**src/requant_pkg.sv**
```systemverilog
`default_nettype none

package requant_pkg;

  //====================================================================
  // widths
  //====================================================================

  // requantized sample
  localparam int DWIDTH    = 16;

  // shift amount, enough to cover 0..DWIDTH-1
  localparam int DWIDTHLOG = 4;

  // accumulator product
  localparam int PWIDTH    = 2 * DWIDTH;

  // apb data word
  localparam int BWIDTH    = 32;

  // apb byte address
  localparam int AWIDTH    = 8;

  //====================================================================
  // register map
  //====================================================================

  // fraction bits for the requantizer
  localparam logic [AWIDTH-1:0] REG_QBITS = 8'h08;

  //====================================================================
  // vector types
  //====================================================================

  typedef logic signed [DWIDTH-1:0]    data_t;
  typedef logic signed [PWIDTH-1:0]    prod_t;
  typedef logic        [DWIDTHLOG-1:0] qbits_t;
  typedef logic        [BWIDTH-1:0]    word_t;
  typedef logic        [AWIDTH-1:0]    addr_t;

endpackage

`default_nettype wire

```
**src/param_regs.sv**
```systemverilog
`timescale 1ns/1ns
`default_nettype none

module param_regs (
  input  logic                clk,
  input  logic                xrst,
  input  logic                psel,
  input  logic                penable,
  input  logic                pwrite,
  input  requant_pkg::addr_t  paddr,
  input  requant_pkg::word_t  pwdata,
  output requant_pkg::word_t  prdata,
  output requant_pkg::qbits_t qbits
);

  import requant_pkg::*;

  //====================================================================
  // apb decode
  //====================================================================

  logic   access;
  logic   hit_qbits;
  logic   wr_qbits;
  logic   rd_access;
  qbits_t qbits_r;
  word_t  rdata;

  // second cycle of a transfer, no wait states
  assign access    = psel && penable;

  assign hit_qbits = (paddr == REG_QBITS);

  assign wr_qbits  = access && pwrite && hit_qbits;

  // reads of unmapped addresses fall through to zero
  assign rd_access = access && !pwrite;

  //====================================================================
  // qbits register
  //====================================================================

  // only the low bits of the word are kept
  always_ff @(posedge clk) begin
    if (!xrst) begin
      qbits_r <= '0;
    end else if (wr_qbits) begin
      qbits_r <= pwdata[DWIDTHLOG-1:0];
    end
  end

  assign qbits = qbits_r;

  //====================================================================
  // read data
  //====================================================================

  always_comb begin
    rdata = '0;
    if (rd_access && hit_qbits) begin
      rdata = word_t'(qbits_r);
    end
  end

  // valid during the access cycle only
  assign prdata = rdata;

endmodule

`default_nettype wire

```
**src/requant_shift.sv**
```systemverilog
`timescale 1ns/1ns
`default_nettype none

module requant_shift (
  input  logic                clk,
  input  logic                xrst,
  input  logic                in_valid,
  input  requant_pkg::prod_t  in_data,
  input  requant_pkg::qbits_t qbits,
  output logic                shift_valid,
  output logic                shift_neg,
  output requant_pkg::prod_t  shift_data
);

  import requant_pkg::*;

  prod_t shifted;
  logic  neg;
  logic  valid_r;
  logic  neg_r;
  prod_t data_r;

  //====================================================================
  // arithmetic shift
  //====================================================================

  // sign fill from the top bit of the product
  assign shifted = in_data >>> qbits;

  // sign of the product before the shift
  assign neg = in_data[PWIDTH-1];

  //====================================================================
  // stage register
  //====================================================================

  always_ff @(posedge clk) begin
    if (!xrst) begin
      valid_r <= 1'b0;
    end else begin
      valid_r <= in_valid;
    end
  end

  // qbits is sampled together with the product
  always_ff @(posedge clk) begin
    if (in_valid) begin
      data_r <= shifted;
      neg_r  <= neg;
    end
  end

  assign shift_valid = valid_r;
  assign shift_neg   = neg_r;
  assign shift_data  = data_r;

endmodule

`default_nettype wire

```
**src/requant_round.sv**
```systemverilog
`timescale 1ns/1ns
`default_nettype none

module requant_round (
  input  logic               clk,
  input  logic               xrst,
  input  logic               shift_valid,
  input  logic               shift_neg,
  input  requant_pkg::prod_t shift_data,
  output logic               out_valid,
  output requant_pkg::data_t out_data
);

  import requant_pkg::*;

  data_t trunc;
  data_t rounded;
  logic  valid_r;
  data_t data_r;

  //====================================================================
  // truncate and correct
  //====================================================================

  assign trunc = shift_data[DWIDTH-1:0];

  // negative products lose one more lsb, wraps within DWIDTH
  assign rounded = shift_neg ? data_t'(trunc - data_t'(1)) : trunc;

  //====================================================================
  // output register
  //====================================================================

  always_ff @(posedge clk) begin
    if (!xrst) begin
      valid_r <= 1'b0;
    end else begin
      valid_r <= shift_valid;
    end
  end

  // holds the last sample between items
  always_ff @(posedge clk) begin
    if (shift_valid) begin
      data_r <= rounded;
    end
  end

  assign out_valid = valid_r;
  assign out_data  = data_r;

endmodule

`default_nettype wire

```
**src/requant_top.sv**
```systemverilog
`timescale 1ns/1ns
`default_nettype none

module requant_top (
  input  logic               clk,
  input  logic               xrst,
  input  logic               psel,
  input  logic               penable,
  input  logic               pwrite,
  input  requant_pkg::addr_t paddr,
  input  requant_pkg::word_t pwdata,
  output requant_pkg::word_t prdata,
  input  logic               in_valid,
  input  requant_pkg::prod_t in_data,
  output logic               out_valid,
  output requant_pkg::data_t out_data
);

  import requant_pkg::*;

  qbits_t qbits;
  logic   shift_valid;
  logic   shift_neg;
  prod_t  shift_data;

  //====================================================================
  // parameter registers
  //====================================================================

  param_regs param_regs_i (
    .clk     (clk),
    .xrst    (xrst),
    .psel    (psel),
    .penable (penable),
    .pwrite  (pwrite),
    .paddr   (paddr),
    .pwdata  (pwdata),
    .prdata  (prdata),
    .qbits   (qbits)
  );

  //====================================================================
  // two stage requantizer
  //====================================================================

  // stage 1 shift by qbits
  requant_shift requant_shift_i (
    .clk         (clk),
    .xrst        (xrst),
    .in_valid    (in_valid),
    .in_data     (in_data),
    .qbits       (qbits),
    .shift_valid (shift_valid),
    .shift_neg   (shift_neg),
    .shift_data  (shift_data)
  );

  // stage 2 truncate and sign correction
  requant_round requant_round_i (
    .clk         (clk),
    .xrst        (xrst),
    .shift_valid (shift_valid),
    .shift_neg   (shift_neg),
    .shift_data  (shift_data),
    .out_valid   (out_valid),
    .out_data    (out_data)
  );

endmodule

`default_nettype wire

```
**config.mk**
```make
export PLATFORM = sky130hd
export DESIGN_NAME = requant_top
export DESIGN_NICKNAME = d
export VERILOG_FILES = /design/src/requant_pkg.sv /design/src/param_regs.sv /design/src/requant_shift.sv /design/src/requant_round.sv /design/src/requant_top.sv
export SDC_FILE = /design/constraint.sdc
export NUM_CORES = 1
export LEC_CHECK = 0
export BUFFER_PORTS_ARGS = -buffer_cell sky130_fd_sc_hd__clkbuf_2
export CAP_MARGIN = 10
export CORE_MARGIN = 5
export CORE_UTILIZATION = 55
export CTS_BUF_LIST = sky130_fd_sc_hd__clkbuf_4 sky130_fd_sc_hd__clkbuf_8 sky130_fd_sc_hd__clkbuf_16
export CTS_CLUSTER_DIAMETER = 80
export DETAILED_ROUTE_END_ITERATION = 7
export HOLD_SLACK_MARGIN = 0.15
export PLACE_DENSITY = 0.9
export SLEW_MARGIN = 40
export SYNTH_ARGS = -nofsm -noshare
export SYNTH_HDL_FRONTEND = slang
export SYNTH_HIERARCHICAL = 1
export SYNTH_SLANG_ARGS = --single-unit
```
**constraint.sdc**
```tcl
create_clock -name clk -period 4.4 [get_ports clk]
set_input_delay 0.44 -clock clk [delete_from_list [all_inputs] [get_ports clk]]
set_output_delay 0.44 -clock clk [all_outputs]
set_load 0.1 [all_outputs]
```
# Word level (Yosys, flattened, before mapping)

Cells that the tools add are included.

Word-level logic and storage cells: 17
Register bits: 39

Multiplexer cells: 2
Reduce and logical (&&, ||, !) cells: 6
Add/sub/neg operators: 1
Shift operators: 1
Equality and inequality tests: 1

Operator list:

| operator                                                              | number |
|---|---|
| 32-bit by 4-bit >>> shifter with 16-bit output                        | 1 |
| 16-bit two-way mux                                                    | 1 |
| 16-bit by 2-bit subtractor with 16-bit output (second input constant) | 1 |
| 8-bit by 4-bit == test with 1-bit output (second input constant)      | 1 |
| 1-bit logical AND                                                     | 5 |
| 4-bit two-way mux                                                     | 1 |
| 1-bit logical NOT                                                     | 1 |

# Logic depth before layout (Yosys ltp)

Gate-level depths: netlist of the first run.

Depth in word-level cells: 4
Depth in mapped cells: 7
Gate-level depth less buffers: 5

# Modules after synthesis

Netlist of the first run, hierarchy kept.

By module, submodules not included:

| module        | area an instance (um2) | seq. area each (um2) | cells each | instances |
|---|---|---|---|---|
| requant_shift | 2483.6                 | 980.9                | 218        | 1 |
| requant_round | 849.6                  | 500.5                | 62         | 1 |
| param_regs    | 450.4                  | 80.1                 | 57         | 1 |

# Worst setup path after synthesis of the first run

Ideal clock, no wire load.

Path kind: input-to-output
Start: in paddr[5]
End: out prdata[0]
Required time: 3960 ps
Stages: 3
Path slack: 1832 ps
Arrival time: 2128 ps
Path buffers: 0
Cell sequence: or4_4 nor4_1 and2_1

Cells in the longest elaborated chain, start to end: 3

Ends and longest elaborated chain:

| what                                     | RTL line          | source |
|---|---|---|
| from (decl)                              | requant_top.sv:10 | `input requant_pkg::addr_t paddr,` |
| 8-bit by 4-bit == test with 1-bit output | param_regs.sv:32  | `assign hit_qbits = (paddr == REG_QBITS);` |
| 1-bit logical AND                        | param_regs.sv:60  | `if (rd_access && hit_qbits) begin` |
| 4-bit two-way mux                        | param_regs.sv:60  |  |
| to (decl)                                | requant_top.sv:12 | `output requant_pkg::word_t prdata,` |

No other way between the ends.

# Worst setup path after layout of the first run

Start: in paddr[5]
End: out prdata[2]

Same word-level chain as after synthesis.

==> results of run 1 <==
-- state kept, by name, indices dropped and copies added (netlist names) --
| signal | cells |
|---|---|
| requant_round_i/out_valid | 1 |
| requant_round_i/out_data | 16 |
| requant_shift_i/shift_neg | 1 |
| requant_shift_i/shift_valid | 1 |
| requant_shift_i/shift_data | 16 |
| param_regs_i/qbits | 4 |
-- final cells by class --
type	count	area [um^2]	share of cell area
Multi-Input combinational cell	184	1460	0.464
Sequential cell	39	1110	0.353
Timing Repair Buffer	71	358	0.114
Tap cell	70	87.6	0.0278
Clock buffer	5	68.8	0.0219
Clock inverter	3	38.8	0.0123
Inverter	6	22.5	0.00715
-- stage by stage --
step                      worst slack (ps)  utilization
final                                 1810        0.625
after global routing                  1750        0.625
after CTS                             1820        0.625
after detailed placement              1830        0.603
after global placement                1840        0.603
after floorplan                       1830            -
-- path summary, 6_finish.rpt --
path,from,end,slack [ps],cells after the start
max reg2reg,param_regs_i/qbits[3],requant_shift_i/shift_data[1],2040,3
min,in_data[31],requant_shift_i/shift_neg,330,1
max,paddr[5],prdata[2],1810,5
min reg2reg,requant_shift_i/shift_data[15],requant_round_i/out_data[15],550,1
-- critical path: stages --
cell	delay [ps]
clkbuf_2	90
or4_4	530
nor4_1	440
and2_1	190
clkbuf_2	450
-- placed cells by master, fill, tap and decap left out, drive strengths merged, types with 2 or more instances in the layout --
cell and count:
a21oi 6, a22oi 5, and2 7, clkbuf 75
clkinv 2, conb 28, dfxtp 6, edfxtp 33
inv 6, mux2 14, mux2i 36, mux4 8
nand2 16, nand3 2, nand3b 2, nand4 5
nand4b 2, nor2 15, nor2b 3, nor4 4
or4 2, xnor2 13, xor2 2
-- power by group through the flow --
| stage | sequential [W] | combinational, W | clock, W |
|---|---|---|---|
| after detailed placement | 0.000457 | 0.000285 | 0 |
| after global routing | 0.000452 | 0.000300 | 0.000307 |
| after CTS | 0.000450 | 0.000286 | 0.000293 |
| after global placement | 0.000456 | 0.000282 | 0 |
| after floorplan | 0.000537 | 0.000174 | 0 |
| final | 0.000449 | 0.000287 | 0.000286 |
-- layer usage --
| layer | routed length (um) | up-vias | part of all wire | track usage |
|---|---|---|---|---|
| li1 | - | 973 | - | - |
| met1 | 2150 | 882 | 0.41 | 0.202 |
| met2 | 2630 | 85 | 0.50 | 0.288 |
| met3 | 407 | 10 | 0.077 | 0.0362 |
| met4 | 95 | 0 | 0.018 | 0.0748 |
| met5 | 0 | - | 0 | 0 |
==> impl_metrics.yaml, run 1 <==
status:
  outcome: "finished, final reports clean"
pwr:
  p_comb_frac: 0.281
  clockPowerShare: 0.279
  p_sw_w: 0.000371
  p_per_area_mw_per_mm2: 324
  p_seq_frac: 0.440
  intPower_w: 0.000650
  power_w: 0.00102
  ir_drop_uv: 203
  cellLeakagePower_nw: 1.33
  swShare: 0.364
yosys:
  postSynthAreaPerCell_um2: 11.4
  syn_area_mm2: 0.00283
  syn_inst: 248
  yosysWarnings: 6
global_routing:
  grt_start_max_net_pins: 28
  grt_use_total: 0.168
  grt_pass1_wl_um: 8580
  antenna_found_initial: 0
  grt_pass1_vias: 1882
  grt_overflow_total: 0
drt:
  route.detailed.drc: 0
  drt_iter0_markers: 65
  drtPass1Iterations: 4
  drtAntennaViolNets: 0
  avgViaCountPerCell: 5.16
  wirelength_um: 5280
  vias: 1950
  routedWlPerCell_um: 14.0
setup_path:
  critical_path.max_fanout: 4
  cp.arrival_ps: 2150
  critPathKind: "in -> out"
  worstPathRequired_ps: 3960
  critPathLaunchType: "input port"
  critPathCaptureType: "output port"
sta:
  fin_crit_sh: 0.588
  clock.fmax_ghz: 0.387
  setup_violations: 0
  drv_slew: 0
  grt_setup_unrepaired: "no"
  fin_tns_setup_ps: 0
  slew_headroom: 0.534
  tightest_slew_ps: 698
  hold_viol: 0
  finalCriticalPeriod_ps: 2590
  finClkSkew_ps: 8.32
  whs_ps: 327
floorplan:
  dieWidth_um: 81.7
  rows: 26
  start_util: 0.561
  dieArea_mm2: 0.00667
  coreArea_mm2: 0.00504
  pin_count: 127
  die_h_um: 81.7
min_path:
  min_path_type: "in -> reg"
run:
  drv_cap: 0
cells_and_area:
  syn_to_final_growth_pct: 11.4
  finalNonFillerCells: 378
  drive_gt1_frac: 0.331
  nets: 386
  finalInstanceArea_mm2: 0.00315
  fill_cells: 408
  num_antenna_cells: 0
placement:
  hpwl_um: 4220
  dpl_cell_area_mm2: 0.00304
  dpl.cell_count: 370
  place_congestion: 0.836
  numPortBuffers: 70
clock_network:
  root_buffer: "clkbuf_8"
  cts_resized: 0
  clk_pin_slew_ps: 70
  clk_latency_ps: 290
  cts_setup_buffers: 0
  ctsHoldBuffers: 0
  numCtsBuffers: 5
  cts_buffer_depth: 2
  cts_num_sinks: 39
  cts_tree: "done"
  htree_levels: 2
(Power assumes the default switching activity.)
==> run 2: changes to the inputs <==
--- a/config.mk
+++ b/config.mk
@@ -8,12 +8,12 @@
 export BUFFER_PORTS_ARGS = -buffer_cell sky130_fd_sc_hd__clkbuf_2
 export CAP_MARGIN = 10
 export CORE_MARGIN = 5
-export CORE_UTILIZATION = 55
+export CORE_UTILIZATION = 52
 export CTS_BUF_LIST = sky130_fd_sc_hd__clkbuf_4 sky130_fd_sc_hd__clkbuf_8 sky130_fd_sc_hd__clkbuf_16
 export CTS_CLUSTER_DIAMETER = 80
 export DETAILED_ROUTE_END_ITERATION = 7
 export HOLD_SLACK_MARGIN = 0.15
-export PLACE_DENSITY = 0.9
+export PLACE_DENSITY = 0.86
 export SLEW_MARGIN = 40
 export SYNTH_ARGS = -nofsm -noshare
 export SYNTH_HDL_FRONTEND = slang
==> constraint.sdc (replaced) <==
create_clock -name clk -period 2.6 [get_ports clk]
set_input_delay 0.26 -clock clk [delete_from_list [all_inputs] [get_ports clk]]
set_output_delay 0.26 -clock clk [all_outputs]
set_load 0.1 [all_outputs]
==> run 2 against run 1 <==
Effect of this change: count of clock-buffer cells in the layout is the same; via count grew 1.1%; critical path depth unchanged; clock power grew 28%; die area rose by 5.1%; sequential cell count unchanged; register-to-register slack worse by 1600 ps; clock skew is 0.65 ps higher; global-route usage down 1.5 points.
==> impl_metrics.yaml, run 2 (synthesized netlist as in run 1, its figures left out) <==
status:
  outcome: "finished, final reports clean"
clock_network:
  cts_tree: "done"
  htree_levels: 2
  clk_latency_ps: 280
  cts_buffer_depth: 2
  numCtsBuffers: 5
  clk_pin_slew_ps: 70
  ctsHoldBuffers: 0
  cts_setup_buffers: 0
  root_buffer: "clkbuf_8"
  cts_num_sinks: 39
  cts_resized: 0
drt:
  vias: 1972
  drtAntennaViolNets: 0
  route.detailed.drc: 0
  drtPass1Iterations: 4
  routedWlPerCell_um: 13.5
  drt_iter0_markers: 59
  wirelength_um: 5130
  avgViaCountPerCell: 5.19
placement:
  numPortBuffers: 70
  hpwl_um: 4260
  dpl.cell_count: 373
  place_congestion: 0.859
global_routing:
  grt_use_total: 0.153
  grt_overflow_total: 0
  grt_start_max_net_pins: 20
  grt_pass1_wl_um: 9040
  antenna_found_initial: 0
  grt_pass1_vias: 2001
floorplan:
  die_h_um: 83.7
  dieArea_mm2: 0.00701
  start_util: 0.543
  pin_count: 127
  rows: 26
  dieWidth_um: 83.7
  coreArea_mm2: 0.00520
setup_path:
  critPathKind: "in -> out"
  crit_family: "simple AND/OR/NAND/NOR gates"
  reg2reg_slack_ps: 450
  crit_slowest_cell: "or4_4"
  crit_top_cell: "clkbuf_2"
  critPathLaunchType: "input port"
  critical_path.cell_chain: "clkbuf_2, or4_4, nor4_1, and2_1, clkbuf_2"
  critical_path.max_fanout: 4
  cpPeakStageDelay_ps: 520
  cp.buffers_inverters: 2
  cp.arrival_ps: 1960
  worstPathRequired_ps: 2340
  critPathCaptureType: "output port"
sta:
  grt_setup_unrepaired: "no"
  finClkSkew_ps: 8.97
  clock.fmax_ghz: 0.451
  drv_slew: 0
  slew_headroom: 0.561
  finalCriticalPeriod_ps: 2220
  fin_tns_setup_ps: 0
  setup_violations: 0
  tightest_slew_ps: 658
  fin_crit_sh: 0.853
  hold_viol: 0
cells_and_area:
  fill_cells: 453
  syn_to_final_growth_pct: 11.1
  multi_input_area_mm2: 0.00146
  layout_common_cells: "clkbuf_2 (70), mux2i_1 (36), edfxtp_1 (33), conb_1 (28), nand2_1 (16)"
  finalNonFillerCells: 380
  num_antenna_cells: 0
  regArea_mm2: 0.00111
  drive_gt1_frac: 0.335
  nets: 389
  final_common_cell: "clkbuf_2"
pwr:
  cellLeakagePower_nw: 1.34
  ir_drop_uv: 275
  p_per_area_mw_per_mm2: 512
min_path:
  min_path_type: "in -> reg"
run:
  drv_cap: 0
==> run 2: cell count changes in the layout (fill, tap and decap cells not counted), sizes merged <==
cell,delta
bufinv,-1
buf,+3
==> run 2: per-layer routing <==
layer | routed length (um) | GRT usage
met1 | 2080 | 0.189
met3 | 426 | 0.0405
met4 | 50 | 0.0424
met2 | 2570 | 0.264
met5 | 0 | 0
==> run 2: metrics by stage <==
step	hold WS (ps)	cell area [um^2]	util	setup WS [ps]	total power (W)
after global placement	446	3060	0.589	396	0.00125
after CTS	153	3140	0.604	390	0.00162
after floorplan	359	2930	-	392	0.00120
after detailed placement	447	3060	0.589	391	0.00126
final	162	3140	0.604	383	0.00161
after global routing	152	3140	0.604	266	0.00168
==> run 2: worst paths after layout <==
path / end / depth (start not counted) / start
worst max-delay path: prdata[0] / 5 / paddr[5]
worst min-delay path: requant_shift_i/shift_neg / 1 / in_data[31]
worst max register to register: requant_shift_i/shift_data[5] / 5 / param_regs_i/qbits[2]
worst min register to register: requant_round_i/out_data[15] / 1 / requant_shift_i/shift_data[15]
==> run 2: worst register-to-register path, delay by kind of cell (launching register included) <==
kind	cells	cell delay, ps
flops	1	730
mux	4	850
buf+inv	1	290
==> run 2: power breakdown <==
group          internal [W]  switching [W]
clock              0.000178       0.000187
sequential         0.000727      0.0000324
combinational     0.0000934       0.000391
==> run 2: layout make-up <==
cell class                 count  share of cell area
multi-input combinational    184               0.466
sequential                    39               0.354
timing repair buffer          74               0.121
tap                           70              0.0279
clock buffer                   5              0.0219
inverter                       6             0.00717
clock inverter                 2             0.00279
